File: src/bus_pkg.sv
package bus_pkg;

    // high byte of the 0x9Fxx io area
    localparam logic [7:0] IO_PAGE = 8'h9F;
    // low memory lives in sram pages 0x170..0x17F
    localparam logic [4:0] LOWMEM_PAGE_BASE = 5'h17;
    // rom banks sit at the top of sram
    localparam logic [1:0] ROM_PREFIX = 2'b11;
    // boot into the internal boot rom
    localparam logic [5:0] ROMBANK_RESET = 6'd63;
    localparam int BOOTROM_BANK_BIT = 5;
    localparam int MST_ADDR_W = 24;
    localparam int MEM_ABH_W = 9;

    // debug master access sequence
    typedef enum logic [2:0] {
        MST_IDLE,
        MST_WAIT_STOP,
        MST_BUS_OFF,
        MST_SETUP,
        MST_EXT1,
        MST_EXT2,
        MST_DATA,
        MST_FIN
    } mst_state_e;

    // device selects, all active high here
    typedef struct packed {
        logic sram;
        logic vera;
        logic aio;
        logic enet;
        logic bootrom;
        logic scrb;
        logic via1;
        logic bankreg;
        // write strobe allowed (rom banks are read only)
        logic wr_ok;
    } dev_sel_t;

    // one decoded bus access
    typedef struct packed {
        logic valid;
        dev_sel_t sel;
        logic [MEM_ABH_W-1:0] mem_abh;
        logic [11:0] abl;
        logic [15:0] addr;
        logic rwn;
    } cpu_acc_t;

    // master address, flat sram view or region flags
    typedef union packed {
        struct packed {
            logic [MST_ADDR_W-22:0] pad;
            logic [20:0] sram_addr;
        } mem;
        struct packed {
            logic [MST_ADDR_W-22:0] pad;
            logic bootrom;
            logic bankreg;
            logic ioregs;
            logic [9:0] unused;
            logic [7:0] io_ofs;
        } region;
    } mst_addr_u;

    // one-cycle strobes from the master sequencer
    typedef struct packed {
        logic grab;
        logic setup;
        logic data;
        logic fin;
    } mst_phase_t;

    typedef struct packed {
        logic [7:0] rambank;
        logic [5:0] rombank;
    } bank_state_t;

    // rom selects the rombank register, else rambank
    typedef struct packed {
        logic en;
        logic rom;
        logic [7:0] data;
    } bank_wr_t;

    // decode of the low byte inside the io page
    function automatic dev_sel_t io_select(input logic [7:0] ofs);
        dev_sel_t sel;
        sel = '0;
        case (ofs[7:4])
            4'h0: sel.via1 = 1'b1;
            4'h2, 4'h3:
            begin
                sel.vera = 1'b1;
                sel.wr_ok = 1'b1;
            end
            // audio area always goes to the external aio chip
            4'h4:
            begin
                sel.aio = 1'b1;
                sel.wr_ok = 1'b1;
            end
            4'h5: sel.scrb = 1'b1;
            4'h8:
            begin
                sel.enet = 1'b1;
                sel.wr_ok = 1'b1;
            end
            default: sel = '0;
        endcase
        return sel;
    endfunction

endpackage

File: src/cpu_map.sv
`timescale 1ns/100ps

module cpu_map (
    input  logic clk6x,
    input  logic resetn,
    // 1 = 65C02, 0 = 65C816
    input  logic cputype02_i,
    input  logic [3:0] cpu_abh_i,
    input  logic [11:0] memcpu_abl_i,
    input  logic cpu_rw_i,
    input  logic cpu_vda_i,
    input  logic cpu_sync_vpa_i,
    // vector pull, active low
    input  logic cpu_vpu_i,
    input  logic [7:0] rambank_mask_i,
    input  bus_pkg::bank_wr_t bank_wr_i,
    output bus_pkg::cpu_acc_t cpu_acc_o,
    output bus_pkg::bank_state_t bank_o
);

    bus_pkg::bank_state_t bank_q;
    logic [7:0] rambank_masked;
    logic [15:0] cpu_ab;
    logic [4:0] rom_field;

    // full cpu address from the two bus halves
    assign cpu_ab = {cpu_abh_i, memcpu_abl_i};
    assign bank_o = bank_q;

    // bank registers at 0x0000 / 0x0001
    always_ff @(posedge clk6x)
    begin
        if (!resetn)
        begin
            bank_q.rambank <= 8'h00;
            bank_q.rombank <= bus_pkg::ROMBANK_RESET;
        end
        else if (bank_wr_i.en)
        begin
            if (bank_wr_i.rom)
            begin
                bank_q.rombank <= bank_wr_i.data[5:0];
            end
            else
            begin
                bank_q.rambank <= bank_wr_i.data;
            end
        end
    end

    // masked ram bank, precomputed a cycle ahead
    always_ff @(posedge clk6x)
    begin
        rambank_masked <= bank_q.rambank & rambank_mask_i;
    end

    // vector pull always fetches from rom bank 0
    assign rom_field = cpu_vpu_i ? bank_q.rombank[4:0] : 5'd0;

    always_comb
    begin
        cpu_acc_o = '0;
        cpu_acc_o.addr = cpu_ab;
        cpu_acc_o.abl = memcpu_abl_i;
        cpu_acc_o.rwn = cpu_rw_i;
        // 65C02 cycles are always valid
        cpu_acc_o.valid = cputype02_i | cpu_vda_i | cpu_sync_vpa_i;
        if (cpu_acc_o.valid)
        begin
            if (cpu_ab[15:1] == 15'd0)
            begin
                cpu_acc_o.sel.bankreg = 1'b1;
            end
            else if (cpu_ab[15:14] == 2'b11)
            begin
                // 16k rom window
                if (bank_q.rombank[bus_pkg::BOOTROM_BANK_BIT])
                begin
                    cpu_acc_o.sel.bootrom = 1'b1;
                end
                else
                begin
                    cpu_acc_o.mem_abh = {bus_pkg::ROM_PREFIX, rom_field, cpu_ab[13:12]};
                    cpu_acc_o.sel.sram = 1'b1;
                end
            end
            else if (cpu_ab[15:13] == 3'b101)
            begin
                // 8k ram window
                cpu_acc_o.mem_abh = {rambank_masked, cpu_ab[12]};
                cpu_acc_o.sel.sram = 1'b1;
                cpu_acc_o.sel.wr_ok = 1'b1;
            end
            else if (cpu_ab[15:8] == bus_pkg::IO_PAGE)
            begin
                cpu_acc_o.sel = bus_pkg::io_select(cpu_ab[7:0]);
            end
            else
            begin
                // rest of low memory
                cpu_acc_o.mem_abh = {bus_pkg::LOWMEM_PAGE_BASE, cpu_ab[15:12]};
                cpu_acc_o.sel.sram = 1'b1;
                cpu_acc_o.sel.wr_ok = 1'b1;
            end
        end
    end

endmodule

File: src/mst_sequencer.sv
`timescale 1ns/100ps

module mst_sequencer (
    input  logic clk6x,
    input  logic resetn,
    input  bus_pkg::mst_addr_u mst_addr_i,
    input  logic mst_req_sram_i,
    input  logic mst_req_other_i,
    input  logic mst_rwn_i,
    input  logic stopped_cpu_i,
    output logic run_cpu_o,
    output logic cpu_be_o,
    output logic mst_ack_o,
    output bus_pkg::mst_phase_t phase_o,
    output bus_pkg::cpu_acc_t mst_acc_o
);

    bus_pkg::mst_state_e state;
    logic req;

    assign req = mst_req_sram_i | mst_req_other_i;

    always_ff @(posedge clk6x)
    begin
        if (!resetn)
        begin
            state <= bus_pkg::MST_IDLE;
            run_cpu_o <= 1'b0;
            cpu_be_o <= 1'b1;
            mst_ack_o <= 1'b0;
        end
        else
        begin
            case (state)
                bus_pkg::MST_IDLE:
                begin
                    run_cpu_o <= 1'b1;
                    mst_ack_o <= 1'b0;
                    // no new request while the ack pulse is still out
                    if (req && !mst_ack_o)
                    begin
                        run_cpu_o <= 1'b0;
                        state <= bus_pkg::MST_WAIT_STOP;
                    end
                end
                bus_pkg::MST_WAIT_STOP:
                begin
                    // phaser parks the cpu, then float its bus
                    if (stopped_cpu_i)
                    begin
                        cpu_be_o <= 1'b0;
                        state <= bus_pkg::MST_BUS_OFF;
                    end
                end
                // bus turnaround, address goes out here
                bus_pkg::MST_BUS_OFF: state <= bus_pkg::MST_SETUP;
                bus_pkg::MST_SETUP: state <= bus_pkg::MST_EXT1;
                // two cycles of device access time
                bus_pkg::MST_EXT1: state <= bus_pkg::MST_EXT2;
                bus_pkg::MST_EXT2: state <= bus_pkg::MST_DATA;
                bus_pkg::MST_DATA: state <= bus_pkg::MST_FIN;
                bus_pkg::MST_FIN:
                begin
                    mst_ack_o <= 1'b1;
                    cpu_be_o <= 1'b1;
                    state <= bus_pkg::MST_IDLE;
                end
                default: state <= bus_pkg::MST_IDLE;
            endcase
        end
    end

    // phase strobes are plain state decodes
    always_comb
    begin
        phase_o.grab = (state == bus_pkg::MST_BUS_OFF);
        phase_o.setup = (state == bus_pkg::MST_SETUP);
        phase_o.data = (state == bus_pkg::MST_DATA);
        phase_o.fin = (state == bus_pkg::MST_FIN);
    end

    // master access descriptor
    always_comb
    begin
        mst_acc_o = '0;
        mst_acc_o.valid = req;
        mst_acc_o.rwn = mst_rwn_i;
        mst_acc_o.addr = mst_addr_i.mem.sram_addr[15:0];
        mst_acc_o.abl = mst_addr_i.mem.sram_addr[11:0];
        mst_acc_o.mem_abh = mst_addr_i.mem.sram_addr[20:12];
        if (mst_req_sram_i)
        begin
            mst_acc_o.sel.sram = 1'b1;
            mst_acc_o.sel.wr_ok = 1'b1;
        end
        else if (mst_req_other_i)
        begin
            // io offset decoded just like a cpu access
            if (mst_addr_i.region.ioregs)
            begin
                mst_acc_o.sel = bus_pkg::io_select(mst_addr_i.region.io_ofs);
            end
            mst_acc_o.sel.bootrom = mst_acc_o.sel.bootrom | mst_addr_i.region.bootrom;
            mst_acc_o.sel.bankreg = mst_acc_o.sel.bankreg | mst_addr_i.region.bankreg;
        end
    end

endmodule

File: src/bus_drive.sv
`timescale 1ns/100ps

module bus_drive (
    input  logic clk6x,
    input  logic resetn,
    input  bus_pkg::cpu_acc_t cpu_acc_i,
    input  bus_pkg::cpu_acc_t mst_acc_i,
    input  bus_pkg::mst_phase_t phase_i,
    input  bus_pkg::bank_state_t bank_i,
    input  logic setup_cs_i,
    input  logic release_wr_i,
    input  logic release_cs_i,
    input  logic [7:0] mem_db_i,
    input  logic [7:0] cpu_db_i,
    input  logic [7:0] slv_data_i,
    input  logic [7:0] mst_data_i,
    output logic sram_csn_o,
    output logic vera_csn_o,
    output logic aio_csn_o,
    output logic enet_csn_o,
    output logic mem_rdn_o,
    output logic mem_wrn_o,
    output logic [bus_pkg::MEM_ABH_W-1:0] mem_abh_o,
    output logic [11:0] memcpu_abl_o,
    output logic [15:0] slv_addr_o,
    output logic slv_rwn_o,
    output logic slv_req_bootrom_o,
    output logic slv_req_scrb_o,
    output logic slv_req_via1_o,
    output logic [7:0] slv_datawr_o,
    output logic slv_datawr_valid_o,
    output logic [7:0] cpu_db_o,
    output logic [7:0] mst_datard_o,
    output bus_pkg::bank_wr_t bank_wr_o
);

    bus_pkg::cpu_acc_t acc_in;
    bus_pkg::dev_sel_t sel_q;
    logic load;
    logic rel_wr;
    logic rel_cs;
    logic ext_in;
    logic ext_q;
    logic rwn_q;
    logic wr_act;
    logic mst_drv;
    logic [15:0] addr_q;
    logic [7:0] wr_data;

    // cpu cycle starts on setup_cs, master access on its setup phase
    assign load = setup_cs_i | phase_i.setup;
    assign acc_in = phase_i.setup ? mst_acc_i : cpu_acc_i;
    assign rel_wr = release_wr_i | phase_i.data;
    assign rel_cs = release_cs_i | phase_i.fin;

    // external chip selects only
    assign ext_in = acc_in.sel.sram | acc_in.sel.vera | acc_in.sel.aio | acc_in.sel.enet;
    assign ext_q = sel_q.sram | sel_q.vera | sel_q.aio | sel_q.enet;

    always_ff @(posedge clk6x)
    begin
        if (!resetn)
        begin
            sel_q <= '0;
            rwn_q <= 1'b1;
            wr_act <= 1'b0;
            mst_drv <= 1'b0;
        end
        else
        begin
            if (load)
            begin
                // invalid 65C816 cycle selects nothing
                sel_q <= acc_in.valid ? acc_in.sel : '0;
                rwn_q <= acc_in.rwn;
                wr_act <= acc_in.valid & ext_in & ~acc_in.rwn & acc_in.sel.wr_ok;
            end
            // write strobe ends before the chip select for hold time
            if (rel_wr)
            begin
                wr_act <= 1'b0;
            end
            if (rel_cs)
            begin
                sel_q <= '0;
                wr_act <= 1'b0;
            end
            // master owns the write data from grab to fin
            if (phase_i.grab)
            begin
                mst_drv <= 1'b1;
            end
            else if (phase_i.fin)
            begin
                mst_drv <= 1'b0;
            end
        end
    end

    // address path
    always_ff @(posedge clk6x)
    begin
        if (load)
        begin
            addr_q <= acc_in.addr;
            mem_abh_o <= acc_in.mem_abh;
            memcpu_abl_o <= acc_in.abl;
        end
        else if (phase_i.grab)
        begin
            // master address goes out once the cpu bus floats
            mem_abh_o <= mst_acc_i.mem_abh;
            memcpu_abl_o <= mst_acc_i.abl;
        end
    end

    // read data back to cpu and master
    always_ff @(posedge clk6x)
    begin
        if (!mem_rdn_o)
        begin
            cpu_db_o <= mem_db_i;
        end
        else if (sel_q.bankreg)
        begin
            cpu_db_o <= addr_q[0] ? {2'b00, bank_i.rombank} : bank_i.rambank;
        end
        else if (sel_q.bootrom | sel_q.scrb | sel_q.via1)
        begin
            cpu_db_o <= slv_data_i;
        end
        if (phase_i.data)
        begin
            mst_datard_o <= cpu_db_o;
        end
    end

    // active low pins
    assign sram_csn_o = ~sel_q.sram;
    assign vera_csn_o = ~sel_q.vera;
    assign aio_csn_o = ~sel_q.aio;
    assign enet_csn_o = ~sel_q.enet;
    assign mem_rdn_o = ~(ext_q & rwn_q);
    assign mem_wrn_o = ~wr_act;

    // internal slave side
    assign slv_addr_o = addr_q;
    assign slv_rwn_o = rwn_q;
    assign slv_req_bootrom_o = sel_q.bootrom;
    assign slv_req_scrb_o = sel_q.scrb;
    assign slv_req_via1_o = sel_q.via1;

    // cpu write data is only stable at the end of its cycle
    assign wr_data = mst_drv ? mst_data_i : cpu_db_i;
    assign slv_datawr_o = wr_data;
    assign slv_datawr_valid_o = rel_wr;

    // bank register write lands on the release edge
    always_comb
    begin
        bank_wr_o.en = rel_wr & sel_q.bankreg & ~rwn_q;
        bank_wr_o.rom = addr_q[0];
        bank_wr_o.data = wr_data;
    end

endmodule

File: src/bus_controller.sv
`timescale 1ns/100ps

module bus_controller (
    input  logic clk6x,
    input  logic resetn,
    input  logic cputype02_i,
    // cpu bus
    input  logic [3:0] cpu_abh_i,
    input  logic [11:0] memcpu_abl_i,
    input  logic [7:0] cpu_db_i,
    output logic [7:0] cpu_db_o,
    output logic cpu_be_o,
    input  logic cpu_rw_i,
    input  logic cpu_vda_i,
    input  logic cpu_sync_vpa_i,
    input  logic cpu_vpu_i,
    // memory bus
    output logic [bus_pkg::MEM_ABH_W-1:0] mem_abh_o,
    output logic [11:0] memcpu_abl_o,
    input  logic [7:0] mem_db_i,
    output logic mem_rdn_o,
    output logic mem_wrn_o,
    output logic sram_csn_o,
    output logic vera_csn_o,
    output logic aio_csn_o,
    output logic enet_csn_o,
    // phaser
    input  logic setup_cs_i,
    input  logic release_wr_i,
    input  logic release_cs_i,
    output logic run_cpu_o,
    input  logic stopped_cpu_i,
    // debug master
    input  bus_pkg::mst_addr_u mst_addr_i,
    input  logic [7:0] mst_data_i,
    output logic [7:0] mst_datard_o,
    output logic mst_ack_o,
    input  logic mst_req_sram_i,
    input  logic mst_req_other_i,
    input  logic mst_rwn_i,
    // internal slaves
    output logic [15:0] slv_addr_o,
    output logic [7:0] slv_datawr_o,
    output logic slv_datawr_valid_o,
    input  logic [7:0] slv_data_i,
    output logic slv_req_bootrom_o,
    output logic slv_req_scrb_o,
    output logic slv_req_via1_o,
    output logic slv_rwn_o,
    input  logic [7:0] rambank_mask_i
);

    bus_pkg::cpu_acc_t cpu_acc;
    bus_pkg::cpu_acc_t mst_acc;
    bus_pkg::mst_phase_t phase;
    bus_pkg::bank_state_t bank;
    bus_pkg::bank_wr_t bank_wr;

    cpu_map u_cpu_map (
        .clk6x(clk6x),
        .resetn(resetn),
        .cputype02_i(cputype02_i),
        .cpu_abh_i(cpu_abh_i),
        .memcpu_abl_i(memcpu_abl_i),
        .cpu_rw_i(cpu_rw_i),
        .cpu_vda_i(cpu_vda_i),
        .cpu_sync_vpa_i(cpu_sync_vpa_i),
        .cpu_vpu_i(cpu_vpu_i),
        .rambank_mask_i(rambank_mask_i),
        .bank_wr_i(bank_wr),
        .cpu_acc_o(cpu_acc),
        .bank_o(bank)
    );

    mst_sequencer u_mst_sequencer (
        .clk6x(clk6x),
        .resetn(resetn),
        .mst_addr_i(mst_addr_i),
        .mst_req_sram_i(mst_req_sram_i),
        .mst_req_other_i(mst_req_other_i),
        .mst_rwn_i(mst_rwn_i),
        .stopped_cpu_i(stopped_cpu_i),
        .run_cpu_o(run_cpu_o),
        .cpu_be_o(cpu_be_o),
        .mst_ack_o(mst_ack_o),
        .phase_o(phase),
        .mst_acc_o(mst_acc)
    );

    bus_drive u_bus_drive (
        .clk6x(clk6x),
        .resetn(resetn),
        .cpu_acc_i(cpu_acc),
        .mst_acc_i(mst_acc),
        .phase_i(phase),
        .bank_i(bank),
        .setup_cs_i(setup_cs_i),
        .release_wr_i(release_wr_i),
        .release_cs_i(release_cs_i),
        .mem_db_i(mem_db_i),
        .cpu_db_i(cpu_db_i),
        .slv_data_i(slv_data_i),
        .mst_data_i(mst_data_i),
        .sram_csn_o(sram_csn_o),
        .vera_csn_o(vera_csn_o),
        .aio_csn_o(aio_csn_o),
        .enet_csn_o(enet_csn_o),
        .mem_rdn_o(mem_rdn_o),
        .mem_wrn_o(mem_wrn_o),
        .mem_abh_o(mem_abh_o),
        .memcpu_abl_o(memcpu_abl_o),
        .slv_addr_o(slv_addr_o),
        .slv_rwn_o(slv_rwn_o),
        .slv_req_bootrom_o(slv_req_bootrom_o),
        .slv_req_scrb_o(slv_req_scrb_o),
        .slv_req_via1_o(slv_req_via1_o),
        .slv_datawr_o(slv_datawr_o),
        .slv_datawr_valid_o(slv_datawr_valid_o),
        .cpu_db_o(cpu_db_o),
        .mst_datard_o(mst_datard_o),
        .bank_wr_o(bank_wr)
    );

endmodule

File: config.mk
export PLATFORM = sky130hd
export DESIGN_NAME = bus_controller
export DESIGN_NICKNAME = d
export VERILOG_FILES = /design/src/bus_pkg.sv /design/src/cpu_map.sv /design/src/mst_sequencer.sv /design/src/bus_drive.sv /design/src/bus_controller.sv
export SDC_FILE = /design/constraint.sdc
export NUM_CORES = 1
export LEC_CHECK = 0
export BUFFER_PORTS_ARGS = -buffer_cell sky130_fd_sc_hd__buf_2
export CAP_MARGIN = 10
export CORE_MARGIN = 4
export CORE_UTILIZATION = 53
export CTS_CLUSTER_SIZE = 10
export DETAILED_ROUTE_END_ITERATION = 12
export PLACE_DENSITY = 0.94
export SLEW_MARGIN = 20
export SYNTH_ARGS = -nofsm -noshare
export SYNTH_HDL_FRONTEND = slang
export SYNTH_SLANG_ARGS = --single-unit
export TNS_END_PERCENT = 100
File: constraint.sdc
create_clock -name clk6x -period 2.6 [get_ports clk6x]
set_input_delay 0.39 -clock clk6x [delete_from_list [all_inputs] [get_ports clk6x]]
set_output_delay 0.39 -clock clk6x [all_outputs]
set_load 0.1 [all_outputs]
==> metrics.md, run 1 <==
| Metric | Value |
|---|---|
| Mapped Cells | `about 450` |
| Register Area | `around 0.0024 sq mm` |
| Die Width | `about 100 um` |
| Power share of the clock group | `0.269` |
| I/O Pins | `between 150 and 200` |
| Post-synth EDFFs | `53` |
| Max Buffers Root-to-Sink | `2` |
| Hold Slack | `232 ps` |
| I/O Buffers | `roughly 170` |
| Distinct cells, synth | `65` |
| # fillers | `~610` |
| GRT overflow | `0` |
| Largest net degree at the start of global routing | `27` |
| GRT Util Overall | `0.245` |
| Final setup skew | `between 10 and 15 ps` |
| Primary FF master, synth | `edfxtp_1` |
| Std cell rows | `33` |
| Root Driver | `clkbuf_8` |
| Layout net count | `698` |
| Mapped cell area | `approximately 0.0045 sq mm` |
| Status | `complete, no violations` |
| Register share of total power | `0.453` |
| Detail-routed via count per cell | `about 5.7` |
| Vias in the first global route | `3873` |
| Setup-failing EPs final | `0` |
| Tightest Pin Transition | `about 870 ps` |
| Fraction of layout cells with a size suffix above 1 | `0.350` |
| WP data arrival | `1900 ps` |
| Post-CTS setup buffers | `0` |
| Crit Path Max Fanout | `6` |
| Startpoint class of the critical path | `flop` |
| DR iter-0 viols | `367` |
| Synth top area cells | `edfxtp_1 (35%), dfxtp_1 (17%), nand2_1 (6.8%)` |
| RSZ-0062 raised after global routing | `false` |
| Fmax | `about 440 MHz` |
| DR WL/cell | `around 18 um` |
| Yosys reg bits | `92` |
| Die ar. | `0.0100 sq mm` |
| Post-CTS Resized | `0` |
| Kind of critical path | `flop to output port` |
| Most frequent cells after synthesis | `nand2_1 (82), edfxtp_1 (53), dfxtp_1 (39)` |
| Antenna violations before repair | `1` |
| Area share of the largest cell type after synthesis | `0.354` |
| Total chip power | `3.69 mW` |
| Max-slew violation count | `0` |
| Count leader, synth | `nand2_1` |
| Worst setup EP type | `output port` |
| H-tree levels | `3` |
| Worst EP required | `between 2000 and 2500 ps` |
| Final Wtd Congestion | `0.898` |
| Sequential-to-total area share from yosys stat | `0.527` |
| Via count | `about 4.1k` |
| NetSw | `between 1 and 1.5 mW` |
| YS warnings | `0` |
| Peak supply drop | `about 0.43 mV` |
| Number of remaining DRC errors | `0` |
| Area growth, synth to finish | `24.0%` |
| Drt total wl | `between 10 and 15 mm` |
| Final Cycle Share | `0.882` |
| Hold Buf Count CTS | `0` |
| Synth Net Count | `541` |
| CTS Sinks | `92` |
| Worst-path clk slew | `around 90 ps` |
| Async SR Flop Fraction | `0` |
| Starting Density | `0.547` |
| Routed Antenna Nets | `0` |
| Max-slew headroom | `0.420` |
| Hold Path Class | `input port to flop` |
| Worst-Skew Late Latency | `between 300 and 400 ps` |
| DPL Wire Length | `~9.6 mm` |
| Pwr Density | `~660 mW/mm^2` |
| Average size of a mapped cell | `10.1 sq um` |
| Internal power | `approximately 2.3 mW` |
| Multi-input logic area | `between 0.0015 and 0.002 sq mm` |
| CTS tree | `yes` |
| Final hold vios | `0` |
| Final min period | `approximately 2300 ps` |
| Die Span Y | `between 100 and 150 um` |
| Fin Setup TNS | `0 ps` |
| Pleak | `2.40 nW` |
| Comb pwr share | `0.278` |
| Num CTS Buffers | `9` |
| Net Sw Frac | `0.376` |
| First-pass GRT wire length | `slightly below 20 mm` |
| Core ar. | `between 0.008 and 0.009 sq mm` |
| Max Cap Viol | `0` |
| Area leader, netlist | `edfxtp_1` |
| Initial DRT Pass Iterations | `6` |
==> power groups by stage <==
stage / logic [mW] / clock network [mW] / registers [mW]
2_1_floorplan: 0.386 / 0 / 2.12
3_3_place_gp: 1.00 / 0 / 1.70
3_5_place_dp: 1.02 / 0 / 1.71
4_1_cts: 1.02 / 0.988 / 1.67
5_1_grt: 1.07 / 1.06 / 1.68
6_report: 1.03 / 0.993 / 1.67
==> registers in the layout, indices dropped and copies added (netlist names) <==
signal                         flops
u_bus_drive.cpu_db_o               8
u_bus_drive.mem_abh_o              9
u_bus_drive.memcpu_abl_o          12
u_bus_drive.mst_datard_o           8
u_bus_drive.mst_drv                1
u_bus_drive.sel_q                  5
u_bus_drive.slv_addr_o            16
u_bus_drive.slv_req_bootrom_o      1
u_bus_drive.slv_req_scrb_o         1
u_bus_drive.slv_req_via1_o         1
u_bus_drive.slv_rwn_o              1
u_bus_drive.wr_act                 1
u_cpu_map.bank_o                  14
u_cpu_map.rambank_masked           8
u_mst_sequencer.cpu_be_o           1
u_mst_sequencer.mst_ack_o          1
u_mst_sequencer.run_cpu_o          1
u_mst_sequencer.state              3
==> final timing paths <==
check	endpoint	slack, ps	cells after the start	from
max	mem_rdn_o	310	4	u_bus_drive.sel_q[7]$_SDFFE_PP0N_
min	u_cpu_map.rambank_masked[5]$_DFF_P_	230	2	rambank_mask_i[5]
max reg2reg	u_cpu_map.bank_o[5]$_SDFFE_PN1P_	510	4	u_mst_sequencer.state[0]$_SDFFE_PN0P_
min reg2reg	u_bus_drive.mst_datard_o[4]$_DFFE_PP_	460	0	u_bus_drive.cpu_db_o[4]$_DFFE_PP_
==> placed cells by master (no fill, tap or decap), drive strengths merged, types with 2 or more instances in the layout <==
cell type / Yosys / layout
o21ai: 34 / 34
a211oi: 6 / 6
and2: 9 / 9
nand2b: 12 / 12
inv: 24 / 24
o211ai: 6 / 6
and4b: 2 / 2
nand4: 2 / 2
nor4b: 3 / 3
a32o: 2 / 2
clkinvlp: 0 / 4
clkbuf: 9 / 11
nand2: 83 / 83
buf: 15 / 170
dfxtp: 39 / 39
a21o: 2 / 2
or2: 4 / 4
nor3b: 2 / 2
a221oi: 9 / 9
a21oi: 17 / 17
o31ai: 2 / 2
nor4: 6 / 6
a32oi: 4 / 4
edfxtp: 53 / 53
a31oi: 5 / 5
mux2i: 13 / 13
and3b: 2 / 2
nor2: 25 / 25
or3: 2 / 2
mux2: 14 / 14
nor2b: 5 / 5
nand3: 9 / 9
nor3: 6 / 6
nand3b: 3 / 3
==> critical path, cell delays in order (launching register included) <==
cell and delay, ps:
dfxtp_1 370, inv_1 60, a41oi_1 490, clkinvlp_4 270, buf_2 350
==> through the flow <==
step           setup WS, ps  std cells  area (sq um)  utilization
6_report                307        715          5580        0.679
5_1_grt                 263        715          5580        0.679
4_1_cts                 339        714          5580        0.679
3_5_place_dp            564        698          5370        0.654
3_3_place_gp            681        698          5370        0.654
2_1_floorplan          7.25        447          4500            -
==> logic make-up after synthesis <==
group           synth area share
compound gates             0.152
buf+inv                   0.0476
flops                      0.527
mux                       0.0640
simple gates               0.209
==> final cells by class <==
cell class                      count  share of cell area
Antenna cell                        1            0.000449
Tap cell                          105              0.0235
Clock inverter                      5              0.0110
Multi-Input combinational cell    307               0.343
Timing Repair Buffer              170               0.155
Sequential cell                    92               0.425
Clock buffer                       11              0.0253
Inverter                           24              0.0168
==> routing by layer <==
metal	vias to the layer above	wire, um	global-route usage
met3	39	1130	0.0473
met4	0	412	0.0974
met5	-	0	0
li1	1931	-	-
met2	248	6210	0.415
met1	1879	4840	0.310
(Power assumes the default switching activity.)
==> run 2: changes to the inputs <==
Settings changed: CELL_PAD_IN_SITES_DETAIL_PLACEMENT set to 1, CELL_PAD_IN_SITES_GLOBAL_PLACEMENT set to 1, CORE_UTILIZATION 53 to 40, PLACE_DENSITY 0.94 to 0.95.
==> run 2 against run 1 <==
  * Critical path depth rose by 1
  * Clock-buffer cell count rose by 3
  * Wire length rose by 14%
  * Power rose by 10%
  * Global-route usage fell by 2.2 points
  * Die area rose by 30%
  * Critical endpoint is now u_bus_drive.slv_req_scrb_o$_SDFFE_PP0N_
  * Largest power group unchanged
==> metrics.md, run 2 (same netlist as run 1, synthesis figures left out) <==
| Metric | Value |
|---|---|
| Status | `complete, no violations` |
| Final hold vios | `0` |
| Worst Setup SP | `u_mst_sequencer.state[2]$_SDFFE_PN0P_` |
| Largest stage delay, worst path | `roughly 520 ps` |
| Final Cycle Share | `0.842` |
| First-pass GRT wire length | `roughly 23 mm` |
| Post-CTS Resized | `0` |
| Vias in the first global route | `between 4k and 5k` |
| Register share of total power | `0.413` |
| Power share of the clock group | `0.331` |
| Setup-failing EPs final | `0` |
| Internal power | `about 2.6 mW` |
| CTS Sinks | `between 90 and 100` |
| Detail-routed via count per cell | `about 5.4` |
| Peak supply drop | `between 0.4 and 0.5 mV` |
| Worst-path clk slew | `~60 ps` |
| Kind of critical path | `flop to flop` |
| Final min period | `~2200 ps` |
| Crit-path slowest cell | `dfxtp_1` |
| H-tree levels | `3` |
| Initial DRT Pass Iterations | `4` |
| Std cell rows | `38` |
| Hold Path Origin | `rambank_mask_i[4]` |
| Commonest non-fill, non-tap cell in the layout | `buf_2` |
| Die ar. | `around 0.013 sq mm` |
| Net Sw Frac | `0.353` |
| Startpoint class of the critical path | `flop` |
| Drt total wl | `between 10 and 15 mm` |
| Fin Setup TNS | `0 ps` |
| Number of remaining DRC errors | `0` |
| I/O Buffers | `165` |
| Pleak | `between 2 and 2.5 nW` |
| Die Width | `114 um` |
| Comb pwr share | `0.257` |
| Final Wtd Congestion | `between 0.8 and 0.9` |
| N_diodes | `0` |
| Worst-Skew Late Latency | `340 ps` |
| Final setup skew | `around 11 ps` |
| RSZ-0062 raised after global routing | `false` |
| Max-slew headroom | `0.390` |
| Hold Buf Count CTS | `0` |
| Antenna violations before repair | `1` |
| Num CTS Buffers | `9` |
| I/O Pins | `around 170` |
| DR iter-0 viols | `between 150 and 200` |
| Largest net degree at the start of global routing | `25` |
| Starting Density | `0.411` |
| GRT Util Overall | `0.223` |
| Worst path bufs/invs | `1` |
| Die Span Y | `roughly 110 um` |
| Tightest Pin Transition | `914 ps` |
| Crit Path Max Fanout | `14` |
| Hold Path Class | `input port to flop` |
| Pwr Density | `704 mW/mm^2` |
| NetSw | `between 1 and 1.5 mW` |
| Fmax | `~460 MHz` |
| Max Cap Viol | `0` |
| WP data arrival | `approximately 2400 ps` |
| Fin util | `0.527` |
| Via count | `about 4.1k` |
| Max-slew violation count | `0` |
| Max Buffers Root-to-Sink | `2` |
| Worst EP required | `between 2000 and 3000 ps` |
| Post-CTS setup buffers | `0` |
| Layout net count | `around 700` |
| Area growth, synth to finish | `28.0%` |
| Core ar. | `around 0.011 sq mm` |
| DPL Wire Length | `about 11 mm` |
| Worst setup EP type | `flop` |
| DR WL/cell | `19.1 um` |
| Routed Antenna Nets | `0` |
| Critical Path, Cell by Cell | `and3b_1 > buf_4 > a21oi_1 > o21ai_0 > a221oi_1` |
| Root Driver | `clkbuf_16` |
| Fraction of layout cells with a size suffix above 1 | `0.352` |
| Cell family with most CP delay | `compound AO/OA/AOI/OAI gates` |
| R2r startpoint | `u_mst_sequencer.state[2]$_SDFFE_PN0P_` |
| GRT overflow | `0` |
| Finished Layout Cells | `753` |
| Max FFs per register | `16` |
| Commonest cells after routing, fill and taps aside | `buf_2 (165), nand2_1 (82), edfxtp_1 (53), dfxtp_1 (38), o21ai_0 (28)` |
| CTS tree | `yes` |
| DP Cell Count | `roughly 740` |
## run 2: cell count changes in the layout (fill, tap and decap cells not counted)
cell / before / now
clkbuf_16: 0 / 11
clkbuf_8: 10 / 1
buf_4: 5 / 9
clkinvlp_4: 4 / 1
bufinv_16: 1 / 0
clkbuf_1: 1 / 2
clkinv_2: 0 / 1
clkinv_4: 0 / 1
diode_2: 1 / 0
inv_6: 1 / 0
## run 2: layout make-up
class / count / area [sq um]
inverters: 24 / 93.8
clock inverters: 2 / 13.8
fillers: 1313 / 5180
multi-input cells: 307 / 1910
well taps: 140 / 175
repair buffers: 174 / 893
flip-flops and latches: 92 / 2370
clock buffers: 14 / 297
## run 2: layer usage
metal	GRT usage	wire, um	share of wire	up-vias
li1	-	-	-	1934
met1	0.270	6020	0.42	1959
met2	0.384	7090	0.49	158
met3	0.0477	846	0.059	33
met4	0.0911	445	0.031	2
met5	0	7	0.00049	-
## run 2: worst paths after layout
| check | depth (start not counted) | to | slack [ps] |
|---|---|---|---|
| worst min register to register | 0 | u_bus_drive.mst_datard_o[1]$_DFFE_PP_ | 450 |
| worst max register to register | 5 | u_bus_drive.slv_req_scrb_o$_SDFFE_PP0N_ | 410 |
| worst min-delay path | 2 | u_cpu_map.rambank_masked[4]$_DFF_P_ | 260 |
| worst max-delay path | 5 | u_bus_drive.slv_req_scrb_o$_SDFFE_PP0N_ | 410 |
## run 2: through the flow
step	setup slack, ps	total power [mW]	cell area, sq um	hold WS (ps)
finish	410	4.06	5760	257
global placement	628	2.72	5450	431
global route	310	4.19	5760	262
floorplan	7.25	2.51	4500	453
CTS	384	4.08	5760	252
detailed placement	511	2.75	5450	432
## run 2: power groups by stage
stage               logic [mW]  registers (mW)  clock network (mW)
global placement          1.02            1.70                   0
CTS                       1.04            1.67                1.36
finish                    1.04            1.67                1.34
global route              1.09            1.68                1.42
detailed placement        1.04            1.71                   0
floorplan                0.386            2.12                   0
